--- config.mk ---
export PLATFORM = sky130hd
export DESIGN_NAME = camera_top
export DESIGN_NICKNAME = d
export VERILOG_FILES = /design/src/camera_pkg.sv /design/src/camera_top.sv /design/src/command_port.sv /design/src/buffer_bank.sv /design/src/pixel_window.sv
export SDC_FILE = /design/constraint.sdc
export NUM_CORES = 1
export LEC_CHECK = 0
export BUFFER_PORTS_ARGS = -buffer_cell sky130_fd_sc_hd__buf_4
export CELL_PAD_IN_SITES_DETAIL_PLACEMENT = 1
export CELL_PAD_IN_SITES_GLOBAL_PLACEMENT = 2
export CORE_ASPECT_RATIO = 0.6
export CORE_MARGIN = 10
export CORE_UTILIZATION = 30
export CTS_BUF_LIST = sky130_fd_sc_hd__clkbuf_2
export DETAILED_ROUTE_END_ITERATION = 12
export PLACE_DENSITY_LB_ADDON = 0.1
export SLEW_MARGIN = 25
export SYNTH_ARGS = -nofsm -noshare
export SYNTH_HDL_FRONTEND = slang
export SYNTH_SLANG_ARGS = --single-unit
--- constraint.sdc ---
create_clock -name clock_byte -period 2.8 [get_ports clock_byte]
set_clock_uncertainty 0.1 [all_clocks]
set_input_delay 0.56 -clock clock_byte [delete_from_list [all_inputs] [get_ports clock_byte]]
set_output_delay 0.56 -clock clock_byte [all_outputs]
set_load 0.05 [all_outputs]
--- src/camera_pkg.sv ---
`default_nettype none

package camera_pkg;

    // Crop window, in sensor pixels
    localparam int WINDOW_X_OFFSET = 4;
    localparam int WINDOW_Y_OFFSET = 2;
    localparam int WINDOW_X_SIZE   = 16;
    localparam int WINDOW_Y_SIZE   = 8;
    localparam int CAPTURE_BYTES   = WINDOW_X_SIZE * WINDOW_Y_SIZE;

    // Image buffer is interleaved byte by byte across the banks
    localparam int BANK_COUNT = 4;
    localparam int BANK_DEPTH = CAPTURE_BYTES / BANK_COUNT;

    // Host command set
    localparam logic [7:0] OP_CAPTURE         = 8'h20;
    localparam logic [7:0] OP_BYTES_AVAILABLE = 8'h21;
    localparam logic [7:0] OP_READ_DATA       = 8'h22;

    // RAW10 from the sensor
    typedef logic [9:0] pixel_raw_t;

    // What ends up in the buffer
    typedef logic [7:0] pixel_byte_t;

    // Byte address over the whole buffer
    typedef logic [$clog2(CAPTURE_BYTES)-1:0] buffer_addr_t;

    // Low bits of a buffer address
    typedef logic [$clog2(BANK_COUNT)-1:0] bank_sel_t;

    // High bits of a buffer address
    typedef logic [$clog2(BANK_DEPTH)-1:0] bank_addr_t;

    typedef logic [15:0] byte_count_t;    // As seen by the host
    typedef logic [7:0]  op_code_t;

    // Positions inside the incoming frame
    typedef logic [7:0] column_t;
    typedef logic [7:0] line_t;

    typedef enum logic [1:0] {
        CAPTURE_IDLE,
        CAPTURE_ARMED,     // Waiting for the next frame start
        CAPTURE_ACTIVE
    } capture_state_t;

endpackage

`default_nettype wire
--- src/camera_top.sv ---
`default_nettype none

module camera_top import camera_pkg::*; (
    input  wire               clock_byte,
    input  wire               reset_sync_n,

    // Sensor stream
    input  wire               frame_valid_i,
    input  wire               line_valid_i,
    input  wire pixel_raw_t   pixel_data_i,

    // Host commands
    input  wire op_code_t     op_code_i,
    input  wire               op_code_valid_i,
    input  wire               operand_valid_i,
    input  wire [7:0]         operand_index_i,
    output pixel_byte_t       response_o,
    output logic              response_valid_o
);

    logic [BANK_COUNT-1:0]         bank_write_en;
    bank_addr_t                    bank_write_addr;
    pixel_byte_t                   bank_write_data;
    bank_addr_t                    bank_read_addr;
    pixel_byte_t [BANK_COUNT-1:0]  bank_read_data;
    byte_count_t                   captured_count;
    logic                          capture_busy;
    logic                          capture_request;

    pixel_window u_pixel_window (
        .clock_byte         (clock_byte),
        .reset_sync_n       (reset_sync_n),
        .frame_valid_i      (frame_valid_i),
        .line_valid_i       (line_valid_i),
        .pixel_data_i       (pixel_data_i),
        .capture_request_i  (capture_request),
        .bank_write_en_o    (bank_write_en),
        .bank_write_addr_o  (bank_write_addr),
        .bank_write_data_o  (bank_write_data),
        .captured_count_o   (captured_count),
        .capture_busy_o     (capture_busy)
    );

    // Write side shared, each bank picks up its own enable
    for (genvar i = 0; i < BANK_COUNT; i++) begin : gen_bank
        buffer_bank u_bank (
            .clock_byte    (clock_byte),
            .write_en_i    (bank_write_en[i]),
            .write_addr_i  (bank_write_addr),
            .write_data_i  (bank_write_data),
            .read_addr_i   (bank_read_addr),
            .read_data_o   (bank_read_data[i])
        );
    end

    command_port u_command_port (
        .clock_byte         (clock_byte),
        .reset_sync_n       (reset_sync_n),
        .op_code_i          (op_code_i),
        .op_code_valid_i    (op_code_valid_i),
        .operand_valid_i    (operand_valid_i),
        .operand_index_i    (operand_index_i),
        .captured_count_i   (captured_count),
        .capture_busy_i     (capture_busy),
        .bank_read_data_i   (bank_read_data),
        .capture_request_o  (capture_request),
        .bank_read_addr_o   (bank_read_addr),
        .response_o         (response_o),
        .response_valid_o   (response_valid_o)
    );

endmodule

`default_nettype wire

--- src/command_port.sv ---
`default_nettype none

module command_port import camera_pkg::*; (
    input  wire                               clock_byte,
    input  wire                               reset_sync_n,
    input  wire op_code_t                     op_code_i,
    input  wire                               op_code_valid_i,
    input  wire                               operand_valid_i,
    input  wire [7:0]                         operand_index_i,
    input  wire byte_count_t                  captured_count_i,
    input  wire                               capture_busy_i,
    input  wire pixel_byte_t [BANK_COUNT-1:0] bank_read_data_i,
    output logic                              capture_request_o,
    output bank_addr_t                        bank_read_addr_o,
    output pixel_byte_t                       response_o,
    output logic                              response_valid_o
);

    logic         op_code_valid_q;
    logic         operand_valid_q;
    logic         op_code_rise;
    logic         operand_rise;
    byte_count_t  read_ptr_q;
    byte_count_t  bytes_remaining;
    buffer_addr_t read_addr;
    bank_sel_t    read_bank_q;
    pixel_byte_t  read_byte;

    assign op_code_rise = op_code_valid_i && !op_code_valid_q;
    assign operand_rise = operand_valid_i && !operand_valid_q;

    assign bytes_remaining = captured_count_i - read_ptr_q;

    // Pointer is wider than the buffer so the count can reach zero
    assign read_addr        = buffer_addr_t'(read_ptr_q);
    assign bank_read_addr_o = read_addr[$bits(buffer_addr_t)-1:$bits(bank_sel_t)];

    // Bank data arrives a cycle after the address, so use the delayed select
    assign read_byte = bank_read_data_i[read_bank_q];

    always_ff @(posedge clock_byte or negedge reset_sync_n) begin
        if (!reset_sync_n) begin
            op_code_valid_q   <= 1'b0;
            operand_valid_q   <= 1'b0;
            read_ptr_q        <= '0;
            read_bank_q       <= '0;
            capture_request_o <= 1'b0;
            response_valid_o  <= 1'b0;
        end else begin
            op_code_valid_q   <= op_code_valid_i;
            operand_valid_q   <= operand_valid_i;
            read_bank_q       <= read_addr[$bits(bank_sel_t)-1:0];
            capture_request_o <= 1'b0;

            if (op_code_valid_i) begin
                case (op_code_i)
                    OP_CAPTURE: begin
                        response_valid_o <= 1'b1;
                        // Only once per command, and never mid capture
                        if (op_code_rise && !capture_busy_i) begin
                            capture_request_o <= 1'b1;
                            read_ptr_q        <= '0;
                        end
                    end
                    OP_BYTES_AVAILABLE: begin
                        response_valid_o <= 1'b1;
                    end
                    OP_READ_DATA: begin
                        response_valid_o <= 1'b1;
                        if (operand_rise) begin
                            read_ptr_q <= read_ptr_q + 1'b1;
                        end
                    end
                    default: begin
                        response_valid_o <= 1'b0;   // Unknown op-code
                    end
                endcase
            end else begin
                response_valid_o <= 1'b0;
            end
        end
    end

    // Response byte
    always_ff @(posedge clock_byte) begin
        if (op_code_valid_i) begin
            case (op_code_i)
                OP_CAPTURE: begin
                    response_o <= {7'd0, capture_busy_i};   // Status, bit 0 is busy
                end
                OP_BYTES_AVAILABLE: begin
                    if (operand_index_i == 8'd0) begin
                        response_o <= bytes_remaining[15:8];
                    end else if (operand_index_i == 8'd1) begin
                        response_o <= bytes_remaining[7:0];
                    end
                end
                OP_READ_DATA: begin
                    response_o <= read_byte;
                end
                default: begin
                    response_o <= response_o;
                end
            endcase
        end
    end

endmodule

`default_nettype wire

--- src/buffer_bank.sv ---
`default_nettype none

module buffer_bank import camera_pkg::*; (
    input  wire               clock_byte,
    input  wire               write_en_i,
    input  wire bank_addr_t   write_addr_i,
    input  wire pixel_byte_t  write_data_i,
    input  wire bank_addr_t   read_addr_i,
    output pixel_byte_t       read_data_o
);

    // Plain dual-port array, infers block RAM
    pixel_byte_t mem [BANK_DEPTH];

    always_ff @(posedge clock_byte) begin
        if (write_en_i) begin
            mem[write_addr_i] <= write_data_i;
        end
    end

    // Registered read, one cycle of latency
    always_ff @(posedge clock_byte) begin
        read_data_o <= mem[read_addr_i];
    end

endmodule

`default_nettype wire

--- src/pixel_window.sv ---
`default_nettype none

module pixel_window import camera_pkg::*; (
    input  wire                     clock_byte,
    input  wire                     reset_sync_n,
    input  wire                     frame_valid_i,
    input  wire                     line_valid_i,
    input  wire pixel_raw_t         pixel_data_i,
    input  wire                     capture_request_i,
    output logic [BANK_COUNT-1:0]   bank_write_en_o,
    output bank_addr_t              bank_write_addr_o,
    output pixel_byte_t             bank_write_data_o,
    output byte_count_t             captured_count_o,
    output logic                    capture_busy_o
);

    column_t        column_q;
    line_t          line_q;
    logic           frame_valid_q;
    logic           line_valid_q;
    logic           frame_rise;
    logic           frame_fall;
    logic           line_fall;
    logic           in_window;
    logic           write_pixel;
    capture_state_t state_q;
    byte_count_t    count_q;
    buffer_addr_t   byte_addr;
    bank_sel_t      byte_bank;

    assign frame_rise = frame_valid_i && !frame_valid_q;
    assign frame_fall = !frame_valid_i && frame_valid_q;
    assign line_fall  = !line_valid_i && line_valid_q;

    // Window test on the current pixel position
    assign in_window = line_valid_i
        && (column_q >= column_t'(WINDOW_X_OFFSET))
        && (column_q <  column_t'(WINDOW_X_OFFSET + WINDOW_X_SIZE))
        && (line_q   >= line_t'(WINDOW_Y_OFFSET))
        && (line_q   <  line_t'(WINDOW_Y_OFFSET + WINDOW_Y_SIZE));

    assign write_pixel = (state_q == CAPTURE_ACTIVE) && in_window;

    // Byte n lands in bank n mod 4 at address n / 4
    assign byte_addr = buffer_addr_t'(count_q);
    assign byte_bank = byte_addr[$bits(bank_sel_t)-1:0];

    // Position counters follow the sensor qualifiers
    always_ff @(posedge clock_byte or negedge reset_sync_n) begin
        if (!reset_sync_n) begin
            frame_valid_q <= 1'b0;
            line_valid_q  <= 1'b0;
            column_q      <= '0;
            line_q        <= '0;
        end else begin
            frame_valid_q <= frame_valid_i;
            line_valid_q  <= line_valid_i;

            if (line_valid_i) begin
                if (column_q != '1) begin   // Saturate on oversized lines
                    column_q <= column_q + 1'b1;
                end
            end else begin
                column_q <= '0;
            end

            if (!frame_valid_i) begin
                line_q <= '0;
            end else if (line_fall && line_q != '1) begin
                line_q <= line_q + 1'b1;
            end
        end
    end

    // Capture FSM and byte counter
    always_ff @(posedge clock_byte or negedge reset_sync_n) begin
        if (!reset_sync_n) begin
            state_q <= CAPTURE_IDLE;
            count_q <= '0;
        end else begin
            case (state_q)
                CAPTURE_IDLE: begin
                    if (capture_request_i) begin
                        state_q <= CAPTURE_ARMED;
                    end
                end
                CAPTURE_ARMED: begin
                    if (frame_rise) begin
                        state_q <= CAPTURE_ACTIVE;
                        count_q <= '0;      // Old frame is discarded here
                    end
                end
                CAPTURE_ACTIVE: begin
                    if (frame_fall) begin
                        state_q <= CAPTURE_IDLE;
                    end
                    if (write_pixel) begin
                        count_q <= count_q + 1'b1;
                    end
                end
                default: state_q <= CAPTURE_IDLE;
            endcase
        end
    end

    // One bank enable per written byte
    always_ff @(posedge clock_byte or negedge reset_sync_n) begin
        if (!reset_sync_n) begin
            bank_write_en_o <= '0;
        end else begin
            bank_write_en_o <= '0;
            if (write_pixel) begin
                bank_write_en_o[byte_bank] <= 1'b1;
            end
        end
    end

    always_ff @(posedge clock_byte) begin
        if (write_pixel) begin
            bank_write_addr_o <= byte_addr[$bits(buffer_addr_t)-1:$bits(bank_sel_t)];
            // Keep the top 8 of the 10 bits
            bank_write_data_o <= pixel_data_i[$bits(pixel_raw_t)-1 -: $bits(pixel_byte_t)];
        end
    end

    assign captured_count_o = count_q;
    assign capture_busy_o   = (state_q != CAPTURE_IDLE);

endmodule

`default_nettype wire

# Word level (Yosys, flattened, before mapping)
# Memory sizes are Yosys's and may differ from the RTL's. A register that Yosys moved wholly into a read port is not among the register bits.
# Cells that the tools add are included.
[word_totals]
ff_bits = 83
latch_bits = 0
mem_bits_rw = 1024
rom_bits = 0
mem_count = 4
[memory_table]
columns = ["name", "depth", "word_bits", "rd", "rd_clocked_by_memory_dff", "write_ports", "line", "text"]
rows = [
  ["gen_bank[0].u_bank.mem", 32, 8, 1, 1, 1, "buffer_bank.sv:13", "pixel_byte_t mem [BANK_DEPTH];"],
  ["gen_bank[1].u_bank.mem", 32, 8, 1, 1, 1, "buffer_bank.sv:13", ""],
  ["gen_bank[2].u_bank.mem", 32, 8, 1, 1, 1, "buffer_bank.sv:13", ""],
  ["gen_bank[3].u_bank.mem", 32, 8, 1, 1, 1, "buffer_bank.sv:13", ""],
]
[classes]
n_addsub = 5
n_mul = 0
div = 0
n_lt_le_gt_ge = 7
eq_ne = 17
shifts = 0
mux = 35
n_bitwise = 0
reduce_logical = 30
[ops]
columns = ["operator", "count"]
rows = [
  ["2-to-1 mux 16 bit", 4],
  ["case mux 16 bit (2 select lines)", 2],
  ["2-to-1 mux 8 bit", 7],
  ["adder 16 x 1 -> 16 bit (second input constant)", 2],
  ["equality test 8 x 6 -> 1 bit (second input constant)", 3],
  ["case mux 8 bit (3 select lines)", 1],
  ["adder 8 x 1 -> 8 bit (second input constant)", 2],
  ["binary-select mux 8 bit (select 2 bit)", 1],
  ["!= test 2 x 1 -> 1 bit (second input constant)", 8],
  ["!= test 8 bit (second input constant)", 2],
  ["subtractor 16 bit", 1],
  ["2-to-1 mux 1 bit", 14],
  ["logical AND 1 bit", 13],
  ["AND reduction 3 bit", 3],
  ["equality test 8 x 1 -> 1 bit (second input constant)", 1],
  ["greater-or-equal comparator 8 x 2 -> 1 bit (second input constant)", 1],
  ["greater-or-equal comparator 8 x 3 -> 1 bit (second input constant)", 1],
  ["logical NOT 8 bit", 1],
  ["less-than comparator 8 x 4 -> 1 bit (second input constant)", 1],
  ["less-than comparator 8 x 5 -> 1 bit (second input constant)", 1],
  ["logical NOT 1 bit", 6],
  ["less-than comparator 2 x 3 -> 1 bit (second input constant)", 2],
  ["2-to-1 mux 2 bit", 3],
  ["case mux 2 bit (3 select lines)", 1],
  ["other kinds (11)", 13],
]

# Depth between registers and ports, before layout
[logic_depth]
depth_word = 8
mapped_depth = 11
depth_no_buf = 9

# Hierarchy
# From an unflattened synthesis, not the netlist that was laid out.
[hier_totals]
cells_unflattened = 2163
hier_area_um2 = 45250.9
[modules_own_cells]
columns = ["mod", "instances", "cells_each", "area_each_um2"]
rows = [
  ["buffer_bank", 4, 417, 10053.4],
  ["pixel_window", 1, 238, 2598.7],
  ["command_port", 1, 257, 2438.6],
]

# Worst setup path after synthesis
# Ideal clock, no wire load.
[synth_path]
path_kind = "register to register"
start = "register u_command_port.read_ptr_q[5]"
end = "register u_command_port.response_o[2], data pin"
setup_ps = 170
t_arrival_ps = 2543
required_time_ps = 2530
slack_ps = -13
stages_incl_launch_ff = 12
path_buffers = 3
synth_period_minus_slack_ps = 2813
path_cell_list = "dfrtp_1 -> clkbuf_1 -> clkbuf_1 -> clkbuf_1 -> inv_1 -> ha_1 -> o211ai_1 -> a21oi_1 -> o31a_1 -> o21a_1 -> o21a_1 -> o31ai_1"
[synth_between]
elab_chain_cells = 3
[synth_rtl]
columns = ["item", "line", "text"]
rows = [
  ["from (decl)", "command_port.sv:23", "byte_count_t read_ptr_q;"],
  ["from (signal assigned)", "command_port.sv:71", "read_ptr_q <= read_ptr_q + 1'b1;"],
  ["subtractor 16 bit", "command_port.sv:32", "assign bytes_remaining = captured_count_i - read_ptr_q;"],
  ["2-to-1 mux 8 bit", "command_port.sv:92", "if (operand_index_i == 8'd0) begin"],
  ["case mux 8 bit (3 select lines)", "command_port.sv:87", "case (op_code_i)"],
  ["to (signal assigned)", "command_port.sv:89", "response_o <= {7'd0, capture_busy_i};"],
  ["to (signal assigned)", "command_port.sv:93", "response_o <= bytes_remaining[15:8];"],
  ["to (signal assigned)", "command_port.sv:95", "response_o <= bytes_remaining[7:0];"],
  ["to (decl)", "command_port.sv:15", "output pixel_byte_t response_o,"],
]
# No other way between the ends.
# A chain may end at the register's enable or synchronous reset.

# Final worst setup path
[layout_path]
start = "register u_command_port.response_o[3]"
end = "output port response_o[3]"
[layout_lines]
columns = ["item", "line", "text"]
rows = [
  ["to (decl)", "camera_top.sv:17", "output pixel_byte_t response_o,"],
]
# No word-level cell between the ends.

==> summary.md <==
The depth of the worst register-to-register path was 4. The number of antenna violations at the first check in global routing is 17, and the total leakage power is 0.0174 uW. The library cell used most frequently in the layout, excluding fill and tap cells, is sky130_fd_sc_hd__edfxtp_1. The cell taking the most area after synthesis is sky130_fd_sc_hd__edfxtp_1. The die covers 167,000 um^2.

The final critical-path setup slack was -0.107 ns; the final weighted congestion in routability-driven placement was 0.769. The cell with the biggest individual delay on the critical path is sky130_fd_sc_hd__edfxtp_1. The final route contains 23,776 vias. The top-area cell type share of the netlist area works out to 69.3%. Yosys attributes the largest share of cell area to sky130_fd_sc_hd__edfxtp_1 69%, sky130_fd_sc_hd__mux4_2 16%, sky130_fd_sc_hd__dfrtp_1 3.4%, sky130_fd_sc_hd__and2_1 2.0%, sky130_fd_sc_hd__dfxtp_1 1.4%.

Final hold analysis gives a worst-case slack of 0.250 ns. The largest single stage delay on the critical path is 0.46 ns. The maximum fanout encountered on the critical timing path came out at 1.

The logs give 67.2 mm for the total routed wire length on the met1 layer and 133 mm for the wire length reported by the detailed router. In this run the deepest clock path goes through 4 buffers. The origin of the critical flop-to-flop path is u_pixel_window.bank_write_addr_o[2]$_DFFE_PP_.

In this run the tightest slew margin relative to its limit is 27.4%. The cell count after synthesis came out at 2,227. The logs give 2,131 for the starting DRC count in detailed routing and 70 for the number of unique standard cell types used by synthesis. For the pin with the worst max-slew slack, the measured transition is 1.09 ns. The tree is rooted in a sky130_fd_sc_hd__clkbuf_2. The tools report the count of endpoints failing hold in the final timing report as 0. The H-tree was split into 5 levels.

Measured along the x axis, the die boundary spans 521 um. Counting flops and latches in the post-synthesis netlist gives 1,139. Setup slack on the worst reg-to-reg path comes out at 0.09 ns. Number of warning messages in the yosys log: 0. The detailed router used layers up to and including met5.

The total DRC errors in the routed layout is 0. The flow ran to the end, but the final reports show violations. After detailed routing, the met2 layer carries 55.9 mm of wire.

At the worst endpoint, the required time is 2.14 ns. The proportion of layout cells with a drive suffix above 1 is 35.5%. Entering global routing, the biggest net connects 129 pins.

Setup repair after global routing could not meet its margin everywhere. Clock-pin slew was measured on the worst setup and hold paths at 0.14 ns. Count of input and output buffers: 38.

The logs give 15.7% for the total global routing track utilization and 11,200 um^2 for the area of the multi-input gates. The terminus of the critical flop-to-flop path was gen_bank[3].u_bank.mem[0][0]$_DFFE_PP_. Clock tree synthesis inserted a total of 294 buffers.

STA classifies the critical path startpoint as a register. The tools report the detailed-placement wirelength estimate as 84.8 mm. The most critical setup path has its startpoint at u_command_port.response_o[3]$_DFFE_PP_.

The power after layout is 30,400 uW. Setup violations remaining at the end of the flow were counted as 10. For this configuration, the core starts out at a cell density of 30.2%. The worst hold path passes through 7 cells. The buffers plus inverters on the worst setup path was 1. The dominant combinational cell family by area after synthesis is multiplexers. In this run the standard cell core region covers 150,000 um^2.

Wire segments on met3 add up to 7.84 mm in the final route. The post-synthesis average cell area came out at 20.3 um^2. Endpoint class of the critical path: an output pin. The filler cells instantiated in the layout total 14,988. The first global-routing pass estimated 189 mm of wire. The final reports fail on negative setup slack.

The number of instances in the placed design came out at 4,343. 41 I/O pins were placed. The filler-free cell count of the finished design is 4,924, and the share of the synthesized netlist area taken by xor and xnor gates is 0.716%. For the antenna violation net count after detailed routing, the log shows 0. The worst setup path is of the register to output pin kind.

Number of buffers inserted by post-CTS setup repair: 0. The synthesized netlist devotes 1.36% of its cell area to compound gates. The logs give 2,754 for the number of nets in the final layout and 0 for the number of pins exceeding their max-slew limit in the final report. The final cycle utilization of the critical path came out at 104%.

The total overflow left after global routing is 0. The post-synthesis net count came out at 2,287. The classification of the worst-slack hold path was input pin to register. TritonCTS built the clock tree. For the area used by sequential logic in the layout, the log shows 33,600 um^2. Across the run, the number of max-cap violations was 0.

The first detailed-routing pass ran for 7 iterations. The die boundary height was 321 um. Walking the worst path, the cells encountered are buf_6.

The portion of the post-synthesis area used by sequential elements is 74.2%. The clock net in this run drives a total of 1,139 sinks. The adder and majority gate portion of the synthesized area was 0.790%. After detailed routing, the average wire length per cell comes to 27.1 um.

The post-layout minimum cycle time was 2.91 ns. The path with the worst hold slack has its endpoint at u_command_port.response_o[1]$_DFFE_PP_. Of all flip-flops after synthesis, the portion carrying an async set or reset was 5.44%.

For this run, the leading register cell type out of synthesis is sky130_fd_sc_hd__edfxtp_1. After floorplanning, the core was divided into 110 placement rows. For the worst-skew pair, the clock arrives at the later sink with an insertion delay of 1.64 ns. Leaving out fill and tap cells, the most frequent cells in the layout are 1,045 x sky130_fd_sc_hd__edfxtp_1, 435 x sky130_fd_sc_hd__clkbuf_2, 328 x sky130_fd_sc_hd__mux4_2.

The portion of synthesized area spent on multiplexers is 16.4%. For this design the ratio of total power to cell area is 575 nW/um^2. In the routed layout, each cell is associated on average with a via count of 4.83. The tools report the number of global-route vias before repair as 25,431. IR analysis of the VDD net gives a maximum drop of 0.256 mV. Data arrives at the worst endpoint at 2.25 ns. Start point of the worst hold path: op_code_i[3]. In this run, synthesis inferred 1,045 flip-flops with an integrated enable. Timing would allow up to 0.344 GHz. The area growth from synthesis to layout is 16.8%.

Grouping stages by cell kind, the critical path spends the most delay in flip-flops. The synthesized netlist devotes 5.36% of its cell area to simple gates. The tools report the area of the mapped netlist as 45,300 um^2.
[per-layer routing]
layer / vias up / GRT usage, %
met5: - / 0
met3: 205 / 3.78
met4: 2 / 4.50
met2: 690 / 21.6
met1: 12733 / 24.3
li1: 10146 / -
[timing repair]
action                     in CTS  in global routing
setup endpoints to repair      10                 29
hold buffers                   70                  0
pin swaps                       0                  1
gates resized for setup        10                 11
hold endpoints to repair      159                  0
[state kept, by name, indices dropped and copies added, names as in the netlist]
| register | cells |
|---|---|
| gen_bank.u_bank.mem | 1024 |
| gen_bank.u_bank.read_data_o | 32 |
| u_command_port.capture_request_o | 1 |
| u_command_port.op_code_valid_q | 1 |
| u_command_port.operand_valid_q | 1 |
| u_command_port.read_bank_q | 2 |
| u_command_port.read_ptr_q | 16 |
| u_command_port.response_o | 8 |
| u_command_port.response_valid_o | 1 |
| u_pixel_window.bank_write_addr_o | 5 |
| u_pixel_window.bank_write_data_o | 8 |
| u_pixel_window.bank_write_en_o | 4 |
| u_pixel_window.captured_count_o | 16 |
| u_pixel_window.column_q | 8 |
| u_pixel_window.frame_valid_q | 1 |
| u_pixel_window.line_q | 8 |
| u_pixel_window.line_valid_q | 1 |
| u_pixel_window.state_q | 2 |
[worst max-delay path by stage]
stage                                                            to  slack (ns)  cells after the start
after floorplan              u_command_port.response_o[2]$_DFFE_PP_        0.02                     10
after global placement    gen_bank[0].u_bank.read_data_o[6]$_DFF_P_        0.11                      6
after detailed placement     gen_bank[2].u_bank.mem[2][4]$_DFFE_PP_        0.10                      4
after CTS                                             response_o[3]       -0.28                      1
after global routing                                  response_o[3]       -0.30                      1
final                                                 response_o[3]       -0.11                      1
[cell usage after synthesis, types with 4 or more instances]
| cell | n |
|---|---|
| sky130_fd_sc_hd__dfxtp_1 | 32 |
| sky130_fd_sc_hd__a21oi_1 | 23 |
| sky130_fd_sc_hd__o211ai_1 | 9 |
| sky130_fd_sc_hd__a21o_1 | 5 |
| sky130_fd_sc_hd__nand4_1 | 11 |
| sky130_fd_sc_hd__dfrtp_1 | 62 |
| sky130_fd_sc_hd__nand2b_1 | 10 |
| sky130_fd_sc_hd__nand2_1 | 140 |
| sky130_fd_sc_hd__or4_1 | 5 |
| sky130_fd_sc_hd__nor4_1 | 7 |
| sky130_fd_sc_hd__a22oi_1 | 4 |
| sky130_fd_sc_hd__nand3b_1 | 5 |
| sky130_fd_sc_hd__and2_1 | 148 |
| sky130_fd_sc_hd__a31oi_1 | 4 |
| sky130_fd_sc_hd__nand3_1 | 24 |
| sky130_fd_sc_hd__nor3_1 | 9 |
| sky130_fd_sc_hd__xnor2_1 | 25 |
| sky130_fd_sc_hd__o21ai_0 | 25 |
| sky130_fd_sc_hd__nor2_1 | 72 |
| sky130_fd_sc_hd__clkbuf_1 | 61 |
| sky130_fd_sc_hd__xor2_1 | 12 |
| sky130_fd_sc_hd__edfxtp_1 | 1045 |
| sky130_fd_sc_hd__buf_2 | 39 |
| sky130_fd_sc_hd__inv_1 | 23 |
| sky130_fd_sc_hd__ha_1 | 27 |
| sky130_fd_sc_hd__and3_1 | 9 |
| sky130_fd_sc_hd__o31ai_1 | 4 |
| sky130_fd_sc_hd__mux4_2 | 328 |
[kinds of logic after synthesis]
family / after synthesis
AO/OA/AOI/OAI: 96
XOR/XNOR: 37
adder cells (fa/ha/maj): 28
buffers and inverters: 129
flip-flops: 1139
multiplexers: 331
AND/OR/NAND/NOR: 467
[area by class of cell]
class	instances	share of cell area (%)
sequential	1139	63.5
multi-input combinational	959	21.2
timing repair buffer	276	5.60
tap	2016	4.77
clock buffer	435	4.12
clock inverter	62	0.518
inverter	24	0.175
antenna	13	0.0615
[power breakdown]
group | internal, uW | switching (uW) | leakage (uW) | total [uW]
Sequential | 18300 | 43.3 | 0.0105 | 18400
Clock | 4190 | 6960 | 0.00196 | 11100
Combinational | 310 | 551 | 0.00498 | 860
Total | 22800 | 7550 | 0.0174 | 30400
[per-stage QoR]
stage | setup WS, ns | area (um^2) | TNS [ns] | util (%)
after global routing | -0.297 | 52800 | -2.22 | 35.3
final | -0.107 | 52900 | -0.396 | 35.3
after CTS | -0.275 | 52800 | -2.28 | 35.2
after detailed placement | 0.101 | 49600 | 0 | 33.1
after global placement | 0.112 | 49600 | 0 | 33.1
after floorplan | 0.0203 | 45300 | 0 | -
Note: power is estimated with default switching activity, not from simulation.
